--- config.mk ---
export PLATFORM = sky130hd
export DESIGN_NAME = soc_top
export DESIGN_NICKNAME = d
export VERILOG_FILES = /design/src/hdl/csr_pkg.sv /design/src/hdl/wb_pkg.sv /design/src/hdl/csr_bridge.sv /design/src/hdl/norflash16.sv /design/src/hdl/reset_gen.sv /design/src/hdl/soc_top.sv /design/src/hdl/sysctl.sv /design/src/hdl/wb_decoder.sv
export SDC_FILE = /design/constraint.sdc
export NUM_CORES = 1
export LEC_CHECK = 0
export BUFFER_PORTS_ARGS = -buffer_cell sky130_fd_sc_hd__buf_2
export CORE_MARGIN = 3
export CORE_UTILIZATION = 60
export DETAILED_ROUTE_END_ITERATION = 12
export GPL_TIMING_DRIVEN = 0
export PLACE_DENSITY_LB_ADDON = 0.25
export SYNTH_ARGS = -nofsm -noshare
export SYNTH_HDL_FRONTEND = slang
export SYNTH_HIERARCHICAL = 1
export SYNTH_SLANG_ARGS = --single-unit
--- constraint.sdc ---
create_clock -name sys_clk -period 4.32 [get_ports sys_clk]
set_input_delay 0.864 -clock sys_clk [delete_from_list [all_inputs] [get_ports sys_clk]]
set_output_delay 0.864 -clock sys_clk [all_outputs]
set_load 0.02 [all_outputs]
--- src/hdl/csr_pkg.sv ---
// CSR bus and system controller map
package csr_pkg;

	// ----------------------------------------
	// CSR bus
	// ----------------------------------------
	localparam int CSR_ADR_W = 14;
	localparam int CSR_DAT_W = 32;
	localparam int CSR_BANK_W = 4;
	localparam int CSR_REG_W = CSR_ADR_W - CSR_BANK_W;

	// One access per cycle, a taken from Wishbone adr[15:2]
	typedef struct packed {
		logic [CSR_ADR_W-1:0] a;
		logic                 we;
		logic [CSR_DAT_W-1:0] dw;
	} csr_m2s_t;

	// Bank in a[13:10], register in a[9:0]
	localparam logic [CSR_BANK_W-1:0] SYSCTL_BANK = 4'd1;
	localparam logic [CSR_REG_W-1:0] REG_GPIO_IN = 10'd0;
	localparam logic [CSR_REG_W-1:0] REG_GPIO_OUT = 10'd1;
	localparam logic [CSR_REG_W-1:0] REG_TIMER_CTRL = 10'd2;
	localparam logic [CSR_REG_W-1:0] REG_TIMER_CMP = 10'd3;
	localparam logic [CSR_REG_W-1:0] REG_TIMER_CNT = 10'd4;
	localparam logic [CSR_REG_W-1:0] REG_SYSTEM_ID = 10'd5;

	// "SOC1"
	localparam logic [CSR_DAT_W-1:0] SYSTEM_ID = 32'h534F_4331;
	localparam int NUM_GPIO_IN = 3;
	localparam int NUM_GPIO_OUT = 2;

	// Reset sequencing, in sys_clk cycles
	localparam int FLASH_RST_CYCLES = 64;
	localparam int SYS_RST_CYCLES = 128;

endpackage

--- src/hdl/wb_pkg.sv ---
// Wishbone bus definitions
package wb_pkg;

	// ----------------------------------------
	// Bus widths
	// ----------------------------------------
	localparam int WB_ADR_W = 32;
	localparam int WB_DAT_W = 32;
	localparam int WB_SEL_W = WB_DAT_W / 8;

	// Master to slave, classic cycles only
	typedef struct packed {
		logic [WB_ADR_W-1:0] adr;
		logic [WB_DAT_W-1:0] dat;
		logic [WB_SEL_W-1:0] sel;
		logic                we;
		logic                cyc;
		logic                stb;
	} wb_m2s_t;

	// Slave to master
	typedef struct packed {
		logic [WB_DAT_W-1:0] dat;
		logic                ack;
	} wb_s2m_t;

	// Region codes in address bits 31:29
	localparam int REGION_W = 3;
	localparam logic [REGION_W-1:0] REGION_FLASH = 3'b000;
	localparam logic [REGION_W-1:0] REGION_CSR = 3'b100;

	// Boot flash, halfword addressed
	localparam int FLASH_ADR_W = 24;
	localparam int FLASH_DAT_W = 16;
	localparam int FLASH_WAIT = 4;

endpackage

--- src/hdl/csr_bridge.sv ---
// Wishbone to CSR bridge
`timescale 1ns/1ps

module csr_bridge (
	input  logic                          sys_clk,
	input  logic                          sys_rst_i,
	input  wb_pkg::wb_m2s_t               wb_i,
	output wb_pkg::wb_s2m_t               wb_o,
	output csr_pkg::csr_m2s_t             csr_o,
	input  logic [csr_pkg::CSR_DAT_W-1:0] csr_dr_i
);
	import wb_pkg::*;
	import csr_pkg::*;

	logic                issue;
	logic                busy;
	logic                ack;
	logic [WB_DAT_W-1:0] rd_dat;

	// New CSR cycle only when nothing is in flight
	assign issue = wb_i.cyc & wb_i.stb & ~busy & ~ack;

	// Word address, we pulses for the single issue cycle
	always_comb begin
		csr_o.a = wb_i.adr[CSR_ADR_W+1:2];
		csr_o.we = issue & wb_i.we;
		csr_o.dw = wb_i.dat;
	end

	// ----------------------------------------
	// Issue, then capture and ack
	// ----------------------------------------
	always_ff @(posedge sys_clk) begin
		if (sys_rst_i) begin
			busy <= 1'b0;
			ack <= 1'b0;
		end else begin
			busy <= issue;
			ack <= busy;
		end
	end

	// Slave read data is valid the cycle after issue
	always_ff @(posedge sys_clk) begin
		if (busy)
			rd_dat <= csr_dr_i;
	end

	assign wb_o.dat = rd_dat;
	assign wb_o.ack = ack;

endmodule

--- src/hdl/norflash16.sv ---
// 16-bit NOR flash reader
`timescale 1ns/1ps

module norflash16 (
	input  logic                           sys_clk,
	input  logic                           sys_rst_i,
	input  wb_pkg::wb_m2s_t                wb_i,
	output wb_pkg::wb_s2m_t                wb_o,
	output logic [wb_pkg::FLASH_ADR_W-1:0] flash_adr_o,
	input  logic [wb_pkg::FLASH_DAT_W-1:0] flash_d_i
);
	import wb_pkg::*;

	localparam int WAIT_W = $clog2(FLASH_WAIT + 1);
	localparam logic [WAIT_W-1:0] WAIT_LAST = WAIT_W'(FLASH_WAIT);

	typedef enum logic [1:0] {
		ST_IDLE,
		ST_HIGH,
		ST_LOW
	} state_t;

	state_t              state;
	logic [WAIT_W-1:0]   wait_cnt;
	logic                sample;
	logic                low_half;
	logic                ack;
	logic [WB_DAT_W-1:0] rd_dat;

	assign sample = (wait_cnt == WAIT_LAST);
	assign low_half = (state == ST_LOW);

	// Halfword 2w then 2w+1
	assign flash_adr_o = {wb_i.adr[FLASH_ADR_W:2], low_half};

	// ----------------------------------------
	// Access sequencer
	// ----------------------------------------
	always_ff @(posedge sys_clk) begin
		if (sys_rst_i) begin
			state <= ST_IDLE;
			wait_cnt <= '0;
			ack <= 1'b0;
		end else begin
			ack <= 1'b0;
			case (state)
				ST_IDLE: begin
					wait_cnt <= '0;
					// Writes are acked and dropped, flash is read only here
					if (wb_i.cyc && wb_i.stb && !ack) begin
						if (wb_i.we)
							ack <= 1'b1;
						else
							state <= ST_HIGH;
					end
				end
				ST_HIGH: begin
					wait_cnt <= sample ? '0 : wait_cnt + 1'b1;
					if (sample)
						state <= ST_LOW;
				end
				default: begin
					wait_cnt <= sample ? '0 : wait_cnt + 1'b1;
					if (sample) begin
						state <= ST_IDLE;
						ack <= 1'b1;
					end
				end
			endcase
		end
	end

	// First halfword lands in the upper half
	always_ff @(posedge sys_clk) begin
		if (sample && state == ST_HIGH)
			rd_dat[WB_DAT_W-1 -: FLASH_DAT_W] <= flash_d_i;
		if (sample && low_half)
			rd_dat[FLASH_DAT_W-1:0] <= flash_d_i;
	end

	assign wb_o.dat = rd_dat;
	assign wb_o.ack = ack;

endmodule

--- src/hdl/reset_gen.sv ---
// Reset sequencer
`timescale 1ns/1ps

module reset_gen (
	input  logic sys_clk,
	input  logic hard_reset,
	output logic flash_rst_n_o,
	output logic sys_rst_o
);
	import csr_pkg::*;

	localparam int FLASH_CNT_W = $clog2(FLASH_RST_CYCLES + 1);
	localparam int SYS_CNT_W = $clog2(SYS_RST_CYCLES + 1);
	localparam logic [FLASH_CNT_W-1:0] FLASH_LAST = FLASH_CNT_W'(FLASH_RST_CYCLES);
	localparam logic [SYS_CNT_W-1:0] SYS_LAST = SYS_CNT_W'(SYS_RST_CYCLES);

	logic [FLASH_CNT_W-1:0] flash_cnt;
	logic [SYS_CNT_W-1:0]   sys_cnt;

	// Both count cycles with hard_reset low, then stick
	always_ff @(posedge sys_clk) begin
		if (hard_reset) begin
			flash_cnt <= '0;
			sys_cnt <= '0;
		end else begin
			if (flash_cnt != FLASH_LAST)
				flash_cnt <= flash_cnt + 1'b1;
			if (sys_cnt != SYS_LAST)
				sys_cnt <= sys_cnt + 1'b1;
		end
	end

	// Flash leaves reset first so it answers once the bus wakes up
	assign flash_rst_n_o = (flash_cnt == FLASH_LAST);
	assign sys_rst_o = (sys_cnt != SYS_LAST);

endmodule

--- src/hdl/soc_top.sv ---
// Reduced SoC core
`timescale 1ns/1ps

module soc_top (
	input  logic                             sys_clk,
	input  logic                             hard_reset,
	input  wb_pkg::wb_m2s_t                  wb_i,
	output wb_pkg::wb_s2m_t                  wb_o,
	output logic [wb_pkg::FLASH_ADR_W-1:0]   flash_adr_o,
	input  logic [wb_pkg::FLASH_DAT_W-1:0]   flash_d_i,
	output logic                             flash_rst_n_o,
	input  logic [csr_pkg::NUM_GPIO_IN-1:0]  gpio_i,
	output logic [csr_pkg::NUM_GPIO_OUT-1:0] gpio_o,
	output logic                             timer_irq_o
);
	import wb_pkg::*;
	import csr_pkg::*;

	logic                 sys_rst;
	wb_m2s_t              flash_m2s;
	wb_s2m_t              flash_s2m;
	wb_m2s_t              csrbrg_m2s;
	wb_s2m_t              csrbrg_s2m;
	csr_m2s_t             csr_bus;
	logic [CSR_DAT_W-1:0] csr_dr;

	// ----------------------------------------
	// Reset
	// ----------------------------------------
	reset_gen reset_gen0 (
		.sys_clk      (sys_clk),
		.hard_reset   (hard_reset),
		.flash_rst_n_o(flash_rst_n_o),
		.sys_rst_o    (sys_rst)
	);

	// ----------------------------------------
	// Bus fabric
	// ----------------------------------------
	wb_decoder wb_decoder0 (
		.sys_clk  (sys_clk),
		.sys_rst_i(sys_rst),
		.m_i      (wb_i),
		.m_o      (wb_o),
		.flash_o  (flash_m2s),
		.flash_i  (flash_s2m),
		.csr_o    (csrbrg_m2s),
		.csr_i    (csrbrg_s2m)
	);

	// Boot flash at 0x00000000
	norflash16 norflash0 (
		.sys_clk    (sys_clk),
		.sys_rst_i  (sys_rst),
		.wb_i       (flash_m2s),
		.wb_o       (flash_s2m),
		.flash_adr_o(flash_adr_o),
		.flash_d_i  (flash_d_i)
	);

	// CSR space at 0x80000000
	csr_bridge csr_bridge0 (
		.sys_clk  (sys_clk),
		.sys_rst_i(sys_rst),
		.wb_i     (csrbrg_m2s),
		.wb_o     (csrbrg_s2m),
		.csr_o    (csr_bus),
		.csr_dr_i (csr_dr)
	);

	// Single CSR slave, so no OR of read buses
	sysctl sysctl0 (
		.sys_clk    (sys_clk),
		.sys_rst_i  (sys_rst),
		.csr_i      (csr_bus),
		.csr_dr_o   (csr_dr),
		.gpio_i     (gpio_i),
		.gpio_o     (gpio_o),
		.timer_irq_o(timer_irq_o)
	);

endmodule

--- src/hdl/sysctl.sv ---
// System controller
`timescale 1ns/1ps

module sysctl (
	input  logic                             sys_clk,
	input  logic                             sys_rst_i,
	input  csr_pkg::csr_m2s_t                csr_i,
	output logic [csr_pkg::CSR_DAT_W-1:0]    csr_dr_o,
	input  logic [csr_pkg::NUM_GPIO_IN-1:0]  gpio_i,
	output logic [csr_pkg::NUM_GPIO_OUT-1:0] gpio_o,
	output logic                             timer_irq_o
);
	import csr_pkg::*;

	logic                    bank_sel;
	logic [CSR_REG_W-1:0]    reg_ofs;
	logic [NUM_GPIO_IN-1:0]  gpio_meta;
	logic [NUM_GPIO_IN-1:0]  gpio_sync;
	logic [NUM_GPIO_OUT-1:0] gpio_out;
	logic                    timer_en;
	logic                    timer_pending;
	logic [CSR_DAT_W-1:0]    timer_cmp;
	logic [CSR_DAT_W-1:0]    timer_cnt;

	assign bank_sel = (csr_i.a[CSR_ADR_W-1 -: CSR_BANK_W] == SYSCTL_BANK);
	assign reg_ofs = csr_i.a[CSR_REG_W-1:0];

	// Two-flop synchronizer on the buttons
	always_ff @(posedge sys_clk) begin
		gpio_meta <= gpio_i;
		gpio_sync <= gpio_meta;
	end

	// ----------------------------------------
	// Timer and register writes
	// ----------------------------------------
	always_ff @(posedge sys_clk) begin
		if (sys_rst_i) begin
			gpio_out <= '0;
			timer_en <= 1'b0;
			timer_pending <= 1'b0;
			timer_cmp <= '0;
			timer_cnt <= '0;
		end else begin
			// Wrap on compare match and flag it
			if (timer_en) begin
				if (timer_cnt == timer_cmp) begin
					timer_pending <= 1'b1;
					timer_cnt <= '0;
				end else begin
					timer_cnt <= timer_cnt + 1'b1;
				end
			end
			// Bus write wins over the timer in the same cycle
			if (bank_sel && csr_i.we) begin
				case (reg_ofs)
					REG_GPIO_OUT: gpio_out <= csr_i.dw[NUM_GPIO_OUT-1:0];
					REG_TIMER_CTRL: begin
						timer_en <= csr_i.dw[0];
						if (csr_i.dw[1])
							timer_pending <= 1'b0;
					end
					REG_TIMER_CMP: timer_cmp <= csr_i.dw;
					REG_TIMER_CNT: timer_cnt <= csr_i.dw;
					default: ;
				endcase
			end
		end
	end

	// ----------------------------------------
	// Read mux, registered
	// ----------------------------------------
	always_ff @(posedge sys_clk) begin
		csr_dr_o <= '0;
		if (bank_sel) begin
			case (reg_ofs)
				REG_GPIO_IN: csr_dr_o <= CSR_DAT_W'(gpio_sync);
				REG_GPIO_OUT: csr_dr_o <= CSR_DAT_W'(gpio_out);
				REG_TIMER_CTRL: csr_dr_o <= CSR_DAT_W'({timer_pending, timer_en});
				REG_TIMER_CMP: csr_dr_o <= timer_cmp;
				REG_TIMER_CNT: csr_dr_o <= timer_cnt;
				REG_SYSTEM_ID: csr_dr_o <= SYSTEM_ID;
				default: csr_dr_o <= '0;
			endcase
		end
	end

	assign gpio_o = gpio_out;
	// Level interrupt, held until software clears it
	assign timer_irq_o = timer_pending;

endmodule

--- src/hdl/wb_decoder.sv ---
// Wishbone region decoder
`timescale 1ns/1ps

module wb_decoder (
	input  logic            sys_clk,
	input  logic            sys_rst_i,
	input  wb_pkg::wb_m2s_t m_i,
	output wb_pkg::wb_s2m_t m_o,
	output wb_pkg::wb_m2s_t flash_o,
	input  wb_pkg::wb_s2m_t flash_i,
	output wb_pkg::wb_m2s_t csr_o,
	input  wb_pkg::wb_s2m_t csr_i
);
	import wb_pkg::*;

	logic [REGION_W-1:0] region;
	logic                hit_flash;
	logic                hit_csr;
	logic                unmapped_ack;

	assign region = m_i.adr[WB_ADR_W-1 -: REGION_W];
	assign hit_flash = (region == REGION_FLASH);
	assign hit_csr = (region == REGION_CSR);

	// Request side, only the selected slave sees stb
	always_comb begin
		flash_o = m_i;
		flash_o.stb = m_i.stb & hit_flash;
		csr_o = m_i;
		csr_o.stb = m_i.stb & hit_csr;
	end

	// ----------------------------------------
	// Default responder for free regions
	// ----------------------------------------
	always_ff @(posedge sys_clk) begin
		if (sys_rst_i)
			unmapped_ack <= 1'b0;
		else
			unmapped_ack <= m_i.cyc & m_i.stb & ~hit_flash & ~hit_csr & ~unmapped_ack;
	end

	// Response side, no added latency for mapped slaves
	always_comb begin
		if (hit_flash) begin
			m_o = flash_i;
		end else if (hit_csr) begin
			m_o = csr_i;
		end else begin
			m_o.dat = '0;
			m_o.ack = unmapped_ack;
		end
	end

endmodule

==> results of run 1 <==
## layout by cell type (no fill, tap or decap), drive strengths merged, types with 8 or more instances in the layout
master / instances
nand2: 91
xnor2: 18
dfxtp: 130
nand3: 28
a21oi: 50
clkbuf: 46
clkinv: 10
o2bb2ai: 19
buf: 251
nor2: 75
mux2i: 39
and2: 8
nor4: 25
nand4: 12
xor2: 50
inv: 19
nor3: 12
edfxtp: 64
a22oi: 27
o21ai: 9
## layer usage
metal | global-route usage, % | wire length, um
met1 | 32.6 | 9300
met2 | 38.4 | 9860
met3 | 5.42 | 1560
met4 | 10.0 | 547
met5 | 0 | 0
## stage by stage
step	std cells	total power, W
2_1_floorplan	952	0.00212
3_3_place_gp	1248	0.00217
3_5_place_dp	1248	0.00218
4_1_cts	1280	0.00366
5_1_grt	1280	0.00375
6_report	1280	0.00363
## final timing paths
path / endpoint / slack (ps) / cells past startpoint
worst max-delay path: sysctl0/timer_cnt[22]$_SDFF_PP0_ / 820 / 11
worst min-delay path: sysctl0/gpio_sync[0]$_DFF_P_ / 330 / 0
worst max register to register: sysctl0/timer_cnt[22]$_SDFF_PP0_ / 820 / 11
worst min register to register: sysctl0/gpio_sync[0]$_DFF_P_ / 330 / 0
## final cells by class
cell class,instances,share of cell area (%)
Tap cell,211,2.45
Clock buffer,18,3.99
Sequential cell,194,42.1
Clock inverter,14,1.35
Timing Repair Buffer,85,3.96
Inverter,15,0.524
Buffer,194,12.6
Multi-Input combinational cell,549,33.1
## flip-flops by register name, summed over array words and instances, names as in the netlist
| signal | count |
|---|---|
| sysctl0/gpio_sync | 3 |
| csr_bridge0/busy | 1 |
| norflash0/ack | 1 |
| csr_bridge0/rd_dat | 32 |
| wb_decoder0/unmapped_ack | 1 |
| sysctl0/gpio_meta | 3 |
| sysctl0/timer_en | 1 |
| norflash0/state | 2 |
| norflash0/wait_cnt | 3 |
| sysctl0/gpio_o | 2 |
| reset_gen0/sys_cnt | 8 |
| sysctl0/timer_cmp | 32 |
| norflash0/rd_dat | 32 |
| sysctl0/timer_cnt | 32 |
| sysctl0/timer_irq_o | 1 |
| csr_bridge0/ack | 1 |
| sysctl0/csr_dr_o | 32 |
| reset_gen0/flash_cnt | 7 |
## worst max-delay path, stage by stage (launching register included)
cell and delay [ps]:
dfxtp_1 430, inv_1 100, ha_1 200, nor4b_1 130
and3_1 170, clkbuf_1 200, inv_1 340, clkbuf_1 590
clkinv_1 550, o311ai_4 360, buf_6 240, o2bb2ai_1 70
## where the power goes
| group | internal [W] | leakage (nW) | switching [W] |
|---|---|---|---|
| sequential | 0.00188 | 1.56 | 0.00000783 |
| combinational | 0.000137 | 2.34 | 0.000109 |
| clock | 0.000766 | 0.281 | 0.000731 |
| total | 0.00279 | 4.19 | 0.000848 |
==> impl_results.md, run 1 <==
- Worst Path Required: 4650 ps
- RSZ-0062 raised after global routing: no
- Post-CTS setup buffers: 0
- CTS root buf: clkbuf_16
- Pre-CTS WS: 894 ps
- FMAX: 286 MHz
- Post-layout util: 70.2%
- Syn Inst Count: 952
- Largest net degree at the start of global routing: 35
- Initial drt markers: 489
- Clock Sink Count: 194
- Num rows: 45
- CP Launch Type: flip-flop
- VDD IR max: 0.297 mV
- Final TNS setup: 0 ps
- Crit share post-route: 81.0%
- Filler cells: 1236
- Design area: 10800 um2
- Crit Path Category: reg2reg
- Core footprint: 15300 um2
- Sequential Area: 4530 um2
- CTS tree: built
- Crit end category: flip-flop
- TritonCTS Buffers: 17
- Vias per std cell: 5.37
- First-pass GRT wire length: 33400 um
- Antenna diode count: 0
- Fin Clk Skew: 7.01 ps
- Starting Density: 62.0%
- Global route overflow: 0
- Worst-path maximum fanout: 12
- DR pass1 iterations: 5
- Antenna Violating Nets Remaining: 0
- Final net count: 1155
- Tot GR Track Use: 24.3%
- HP Class: reg2reg
- Vias: 6877
- Average wire per standard cell: 16.6 um
- Ys Warns: 6
- Ports: 153
- Max-cap violations: 0
- Final worst slack: 819 ps
- Share of layout cells above drive strength 1: 27.9%
- Post-Syn Area: 9490 um2
- Die W: 132 um
- Reg clk slew, reported paths: 70 ps
- Number of global-route vias before repair: 6393
- Worst path arrival time: 3830 ps
- Area occupied by multi-input gates: 3560 um2
- Hold bufs inserted after CTS: 0
- H-tree depth: 4
- GPL Wtd Cong: 0.938
- Area Overhead vs Synth: 13.3%
- Initial antenna violation count: 0
- Syn avg cell area: 9.97 um2
- DRC viols: 0
- PortBufs: 85
- Worst slew pin tran: 1060 ps
- Leakage: 4.19 nW
- Syn nets: 1051
- Post-DP HPWL: 15800 um
- Worst skew pair latency: 430 ps
- Hold_ws: 329 ps
- Final slew viol count: 0
- Post-CTS sizing: 0
- Status: finished, final reports clean
- Hold Startpoint: sysctl0/gpio_meta[0]$_DFF_P_
- Die area: 17400 um2
- Worst Setup SP: reset_gen0/sys_cnt[0]$_SDFFE_PP0P_
- Power Density: 338 nW/um2
- Die height: 132 um
- FF-to-FF Start: reset_gen0/sys_cnt[0]$_SDFFE_PP0P_
- Routed WL: 21300 um
- Final Hold Violating Endpoints: 0
- CTS Buffer Depth: 2
- Slew Limit Headroom: 28.5%
- Period minus WS final: 3500 ps
- Final setup vio count: 0
- Post-DP Area: 10200 um2
Power figures use the tool's default switching activity.
==> run 2, diff against run 1 <==
--- a/config.mk
+++ b/config.mk
@@ -7,7 +7,7 @@
 export LEC_CHECK = 0
 export BUFFER_PORTS_ARGS = -buffer_cell sky130_fd_sc_hd__buf_2
 export CORE_MARGIN = 3
-export CORE_UTILIZATION = 60
+export CORE_UTILIZATION = 57
 export DETAILED_ROUTE_END_ITERATION = 12
 export GPL_TIMING_DRIVEN = 0
 export PLACE_DENSITY_LB_ADDON = 0.25
==> constraint.sdc (replaced) <==
create_clock -name sys_clk -period 3.4 [get_ports sys_clk]
set_input_delay 0.68 -clock sys_clk [delete_from_list [all_inputs] [get_ports sys_clk]]
set_output_delay 0.68 -clock sys_clk [all_outputs]
set_load 0.02 [all_outputs]
==> impl_results.md, run 2 (same netlist as run 1, synthesis figures left out) <==
- Post-CTS sizing: 0 (unchanged)
- DR pass1 iterations: 5 (unchanged)
- RSZ-0062 raised after global routing: no
- Global route overflow: 0 (unchanged)
- Max incr delay on CP: 670 ps (+80 ps)
- Hold Path End: sysctl0/gpio_sync[0]$_DFF_P_
- Number of global-route vias before repair: 6280 (-1.8%)
- CTS tree: built
- Final worst slack: 142 ps (-677 ps)
- Final net count: 1154 (-0.087%)
- Switching power: 0.00109 W (+29%)
- Crit end category: flip-flop
- Final setup vio count: 0 (unchanged)
- HP Class: reg2reg
- Die height: 135 um (+2.5%)
- Crit Path Category: reg2reg
- Worst path arrival time: 3580 ps (-250 ps)
- Average wire per standard cell: 16.5 um (-0.45%)
- Final Hold Violating Endpoints: 0 (unchanged)
- PortBufs: 85 (unchanged)
- Hold bufs inserted after CTS: 0 (unchanged)
- Largest net degree at the start of global routing: 35 (unchanged)
- Worst slew pin tran: 1080 ps (+13.3 ps)
- Initial antenna violation count: 1 (+1)
- Starting Density: 58.9% (-3.1 points)
- Antenna Violating Nets Remaining: 0 (unchanged)
- Die W: 135 um (+2.5%)
- Pre-CTS WS: 23.7 ps (-870 ps)
- Family with the most delay on the worst path: buffers and inverters
- Post-DP Area: 10200 um2 (about the same)
- Post-DP HPWL: 15800 um (+0.29%)
- Core footprint: 16100 um2 (+5.2%)
- Logic pwr share: 6.7% (about the same)
- Period minus WS final: 3260 ps (-243 ps)
- Placed insts: 1253 (+0.40%)
- FF-to-FF path depth: 10 (-1)
- Worst-path maximum fanout: 19 (+7)
- Num rows: 46 (+2.2%)
- Tot GR Track Use: 23.5% (-0.73 points)
- Cell Int Power: 0.00355 W (+27%)
- Fin Clk Skew: 11.4 ps (+4.41 ps)
- Share of layout cells above drive strength 1: 27.8% (-0.068 points)
- Clock Sink Count: 194 (unchanged)
- Switching share of power: 23.5% (+0.18 points)
- Most frequent cells in the layout: 148 x buf_4, 129 x dfxtp_1, 96 x buf_2
- Status: finished, final reports clean
- Routed WL: 21300 um (about the same)
- CTS root buf: clkbuf_16
- Slew Limit Headroom: 27.6% (-0.89 points)
- Worst Path Required: 3720 ps (-930 ps)
- Leakage: 4.18 nW (-0.12%)
- Finished Layout Cells: 1285 (+0.39%)
- CTS Buffer Depth: 2 (unchanged)
- Area Overhead vs Synth: 13.3% (about the same)
- First-pass GRT wire length: 33300 um (-0.48%)
- TritonCTS Buffers: 17 (unchanged)
- VDD IR max: 0.371 mV (+25%)
- Clock power share: 41.5% (+0.3 points)
- Design area: 10800 um2 (about the same)
- WHS Path Cells: 0 (unchanged)
- Worst skew pair latency: 440 ps (about the same)
- H-tree depth: 4 (unchanged)
- FMAX: 307 MHz (+7.5%)
- Final TNS setup: 0 ps (unchanged)
- Worst path bufs/invs: 5 (-1)
- GPL Wtd Cong: 0.928 (-1.1%)
- CP Launch Type: flip-flop
- Crit Reg-Reg Endpoint: sysctl0/timer_cnt[18]$_SDFF_PP0_
- Vias per std cell: 5.40 (+0.44%)
- Power Density: 431 nW/um2 (+28%)
- FF-to-FF Start: reset_gen0/sys_cnt[0]$_SDFFE_PP0P_
- Worst path slowest cell: inv_1
- FF-to-FF setup slack: 140 ps (-680 ps)
- Most common cell after layout, fill and taps aside: buf_4
- Vias: 6934 (+0.83%)
- Die area: 18200 um2 (+5.0%)
- Final slew viol count: 0 (unchanged)
- Initial drt markers: 523 (+7.0%)
- Sequential Power Share: 51.8% (-0.2 points)
- CP most frequent cell: inv_1
- Hold_ws: 330 ps (+0.945 ps)
- Ports: 153 (unchanged)
- DRC viols: 0 (unchanged)
- Worst path cell trace: inv_1 > ha_1 > nor4b_1 > and3_1 > clkbuf_1 > inv_1 > clkinv_1 > o311ai_4 > buf_6 > o2bb2ai_1
- Hold Startpoint: sysctl0/gpio_meta[0]$_DFF_P_
- Max-cap violations: 0 (unchanged)
- Reg clk slew, reported paths: 80 ps (about the same)
- Crit share post-route: 95.8% (+15 points)
==> run 2: power groups by stage <==
stage          clock network, W  registers [W]  logic, W
2_1_floorplan                 0        0.00245  0.000242
3_3_place_gp                  0        0.00245  0.000311
3_5_place_dp                  0        0.00245  0.000315
4_1_cts                 0.00195        0.00240  0.000316
5_1_grt                 0.00206        0.00240  0.000338
6_report                0.00192        0.00240  0.000313
==> run 2: area by class of cell <==
type                       count  area (um2)
buffer                       193        1350
clock buffer                  19         433
inverter                      15        56.3
timing repair buffer          85         425
tap                          216         270
fill                        1306        5360
antenna                        1        2.50
sequential                   194        4530
multi-input combinational    549        3560
clock inverter                13         138
==> run 2: worst max path at each step <==
stage,from,endpoint,slack [ps],cells after the start
floorplan,wb_i[70],sysctl0/timer_cnt[14]$_SDFF_PP0_,710,10
global placement,reset_gen0/sys_cnt[0]$_SDFFE_PP0P_,sysctl0/timer_cnt[18]$_SDFF_PP0_,20,11
detailed placement,reset_gen0/sys_cnt[0]$_SDFFE_PP0P_,sysctl0/timer_cnt[18]$_SDFF_PP0_,20,11
CTS,csr_bridge0/busy$_SDFF_PP0_,sysctl0/timer_cnt[7]$_SDFF_PP0_,160,7
global route,reset_gen0/sys_cnt[0]$_SDFFE_PP0P_,sysctl0/timer_cnt[16]$_SDFF_PP0_,20,10
finish,reset_gen0/sys_cnt[0]$_SDFFE_PP0P_,sysctl0/timer_cnt[18]$_SDFF_PP0_,140,10
==> run 2: worst reg2reg max path: stages, from the launching register on <==
cell and delay, ps:
dfxtp_1 410, inv_1 80, ha_1 200, nor4b_1 150, and3_1 170, clkbuf_1 200, inv_1 670, clkinv_1 590
o311ai_4 360, buf_6 240, o2bb2ai_1 70
==> run 2: per-layer routing <==
layer  vias to the layer above  track usage (%)  share of wire, %
met4                         0             8.45               2.5
met1                      3197             32.2                43
met3                        44             5.33               7.7
met2                       303             37.0                47
li1                       3390                -                 -
met5                         -                0                 0
==> run 2: per-stage QoR <==
step	total power [W]	utilization, %
after global routing	0.00479	66.7
after floorplan	0.00269	-
after CTS	0.00467	66.7
final	0.00464	66.7
after detailed placement	0.00277	63.2
after global placement	0.00277	63.2
==> run 2: timing repair <==
| action | 4_1_cts | 5_1_grt |
|---|---|---|
| hold endpoints to repair | 0 | 0 |
| endpoints found under the setup margin | 10 | 0 |
| buffers inserted | 0 | 0 |
==> run 3, diff against run 2 <==
--- a/config.mk
+++ b/config.mk
@@ -6,8 +6,10 @@
 export NUM_CORES = 1
 export LEC_CHECK = 0
 export BUFFER_PORTS_ARGS = -buffer_cell sky130_fd_sc_hd__buf_2
+export CELL_PAD_IN_SITES_DETAIL_PLACEMENT = 1
+export CELL_PAD_IN_SITES_GLOBAL_PLACEMENT = 2
 export CORE_MARGIN = 3
-export CORE_UTILIZATION = 57
+export CORE_UTILIZATION = 36
 export DETAILED_ROUTE_END_ITERATION = 12
 export GPL_TIMING_DRIVEN = 0
 export PLACE_DENSITY_LB_ADDON = 0.25
==> impl_results.md, run 3 (same netlist as run 1, synthesis figures left out) <==
- FMAX: 325 MHz (+6.0%)
- Antenna Violating Nets Remaining: 0 (unchanged)
- HP Class: reg2reg
- FF-to-FF Start: csr_bridge0/busy$_SDFF_PP0_
- Reg clk slew, reported paths: 80 ps (about the same)
- Antenna diode count: 0 (-1)
- Starting Density: 37.2% (-22 points)
- CTS tree: built
- VDD IR max: 0.229 mV (-38%)
- Worst path arrival time: 3430 ps (-150 ps)
- Crit end category: flip-flop
- Worst slew pin tran: 1280 ps (+200 ps)
- Average wire per standard cell: 18.5 um (+12%)
- Initial drt markers: 419 (-20%)
- Placed insts: 1367 (+9.1%)
- DR pass1 iterations: 5 (unchanged)
- Final Hold Violating Endpoints: 0 (unchanged)
- Initial antenna violation count: 0 (-1)
- FF-to-FF path depth: 7 (-3)
- Crit Path Category: in2reg
- Vias per std cell: 4.93 (-8.6%)
- Area Overhead vs Synth: 16.0%
- TritonCTS Buffers: 17 (unchanged)
- WHS Path Cells: 0 (unchanged)
- DRC viols: 0 (unchanged)
- Design area: 11000 um2 (+2.3%)
- H-tree depth: 4 (unchanged)
- PortBufs: 85 (unchanged)
- Ports: 153 (unchanged)
- Worst skew pair latency: 440 ps (about the same)
- Hold Path End: sysctl0/gpio_sync[0]$_DFF_P_
- GPL Wtd Cong: 0.851 (-8.3%)
- RSZ-0062 raised after global routing: no
- Core footprint: 25500 um2 (+59%)
- Die area: 28300 um2 (+55%)
- Most frequent cells in the layout: 152 x buf_4, 129 x dfxtp_1, 96 x buf_2
- Leakage: 4.23 nW (+1.2%)
- Final net count: 1158 (+0.35%)
- Crit Reg-Reg Endpoint: sysctl0/timer_cnt[6]$_SDFF_PP0_
- Max-cap violations: 0 (unchanged)
- Largest net degree at the start of global routing: 35 (unchanged)
- Finished Layout Cells: 1402 (+9.1%)
- Number of global-route vias before repair: 7087 (+13%)
- Vias: 6912 (-0.32%)
- Power Density: 442 nW/um2 (+2.6%)
- Share of layout cells above drive strength 1: 28.4% (+0.55 points)
- Routed WL: 25900 um (+22%)
- Period minus WS final: 3070 ps (-185 ps)
- Post-DP Area: 10300 um2 (+1.4%)
- Hold_ws: 333 ps (+3.20 ps)
- Die height: 168 um (+25%)
- First-pass GRT wire length: 40700 um (+22%)
- FF-to-FF setup slack: 440 ps (+300 ps)
- Hold Startpoint: sysctl0/gpio_meta[0]$_DFF_P_
- Slew Limit Headroom: 14.1% (-13 points)
- Crit share post-route: 90.4% (-5.4 points)
- Final TNS setup: 0 ps (unchanged)
- Filler cells: 2887 (+120%)
- CTS root buf: clkbuf_16
- CP Launch Type: input pin
- Status: finished, final reports clean
- Global route overflow: 0 (unchanged)
- Final slew viol count: 0 (unchanged)
- Worst-path maximum fanout: 10 (-9)
- Final setup vio count: 0 (unchanged)
- Post-DP HPWL: 19800 um (+25%)
- Tot GR Track Use: 18.4% (-5.2 points)
- Fin Clk Skew: 11.3 ps (-0.0817 ps)
- Num rows: 58 (+26%)
- Most common cell after layout, fill and taps aside: buf_4
- Worst Path Required: 3750 ps (+30 ps)
- Clock Sink Count: 194 (unchanged)
- CTS Buffer Depth: 2 (unchanged)
- Die W: 168 um (+25%)
run 3: cell count changes in the layout (fill, tap and decap cells not counted), sizes merged:
cell,delta
diode,-1
buf,+4
clkbuf,-2
inv,+2
run 3: through the flow:
stage	util [%]	setup slack, ps	total power (W)
after CTS	43.0	147	0.00492
after global routing	43.1	145	0.00505
after detailed placement	40.4	-217	0.00278
after floorplan	-	713	0.00269
after global placement	40.4	-216	0.00277
final	43.1	327	0.00487
run 3: worst max path at each step:
stage                                                  start                          endpoint  slack (ps)  depth (start not counted)
final                                               wb_i[70]  sysctl0/timer_cnt[14]$_SDFF_PP0_         330                          9
after detailed placement  reset_gen0/sys_cnt[0]$_SDFFE_PP0P_  sysctl0/timer_cnt[21]$_SDFF_PP0_        -220                         11
after CTS                 reset_gen0/sys_cnt[0]$_SDFFE_PP0P_  sysctl0/timer_cnt[23]$_SDFF_PP0_         150                         10
after floorplan                                     wb_i[70]  sysctl0/timer_cnt[14]$_SDFF_PP0_         710                         10
after global placement    reset_gen0/sys_cnt[0]$_SDFFE_PP0P_  sysctl0/timer_cnt[17]$_SDFF_PP0_        -220                         11
after global routing                                wb_i[70]  sysctl0/timer_cnt[14]$_SDFF_PP0_         150                          9
run 3: final cells by class:
type	count	area, um2	share of cell area [%]
Buffer	193	1350	12.2
Clock buffer	17	425	3.87
Clock inverter	15	219	1.99
Inverter	15	60.1	0.546
Multi-Input combinational cell	549	3560	32.3
Sequential cell	194	4530	41.1
Tap cell	330	413	3.75
Timing Repair Buffer	89	455	4.14
run 3: worst max-delay path: stages:
cell and delay [ps]:
buf_4 190, buf_4 240, and3_1 180, and4bb_2 250, and2_1 240, nand2_1 200, nor3_1 1070, nand3_1 240
o31ai_1 120
run 3: what timing repair did:
action                                 in CTS  in global routing
pin swaps                                   0                  0
setup buffers                               0                  4
endpoints found under the hold margin       0                  0
hold buffers                                0                  0
setup endpoints to repair                  25                 10
gates resized for setup                     2                  0
run 3: layer usage:
layer,wire length [um],up-vias,global-route usage (%)
met5,0,-,0
met4,408,0,5.34
met3,1170,25,3.03
met2,12000,160,29.6
met1,12300,3322,25.6
li1,-,3405,-
run 3: report_power, final:
part	internal [W]	leakage [nW]	switching (W)	total, W
combinational	0.000174	2.36	0.000145	0.000319
clock	0.00105	0.312	0.00110	0.00215
sequential	0.00239	1.56	0.00000981	0.00240
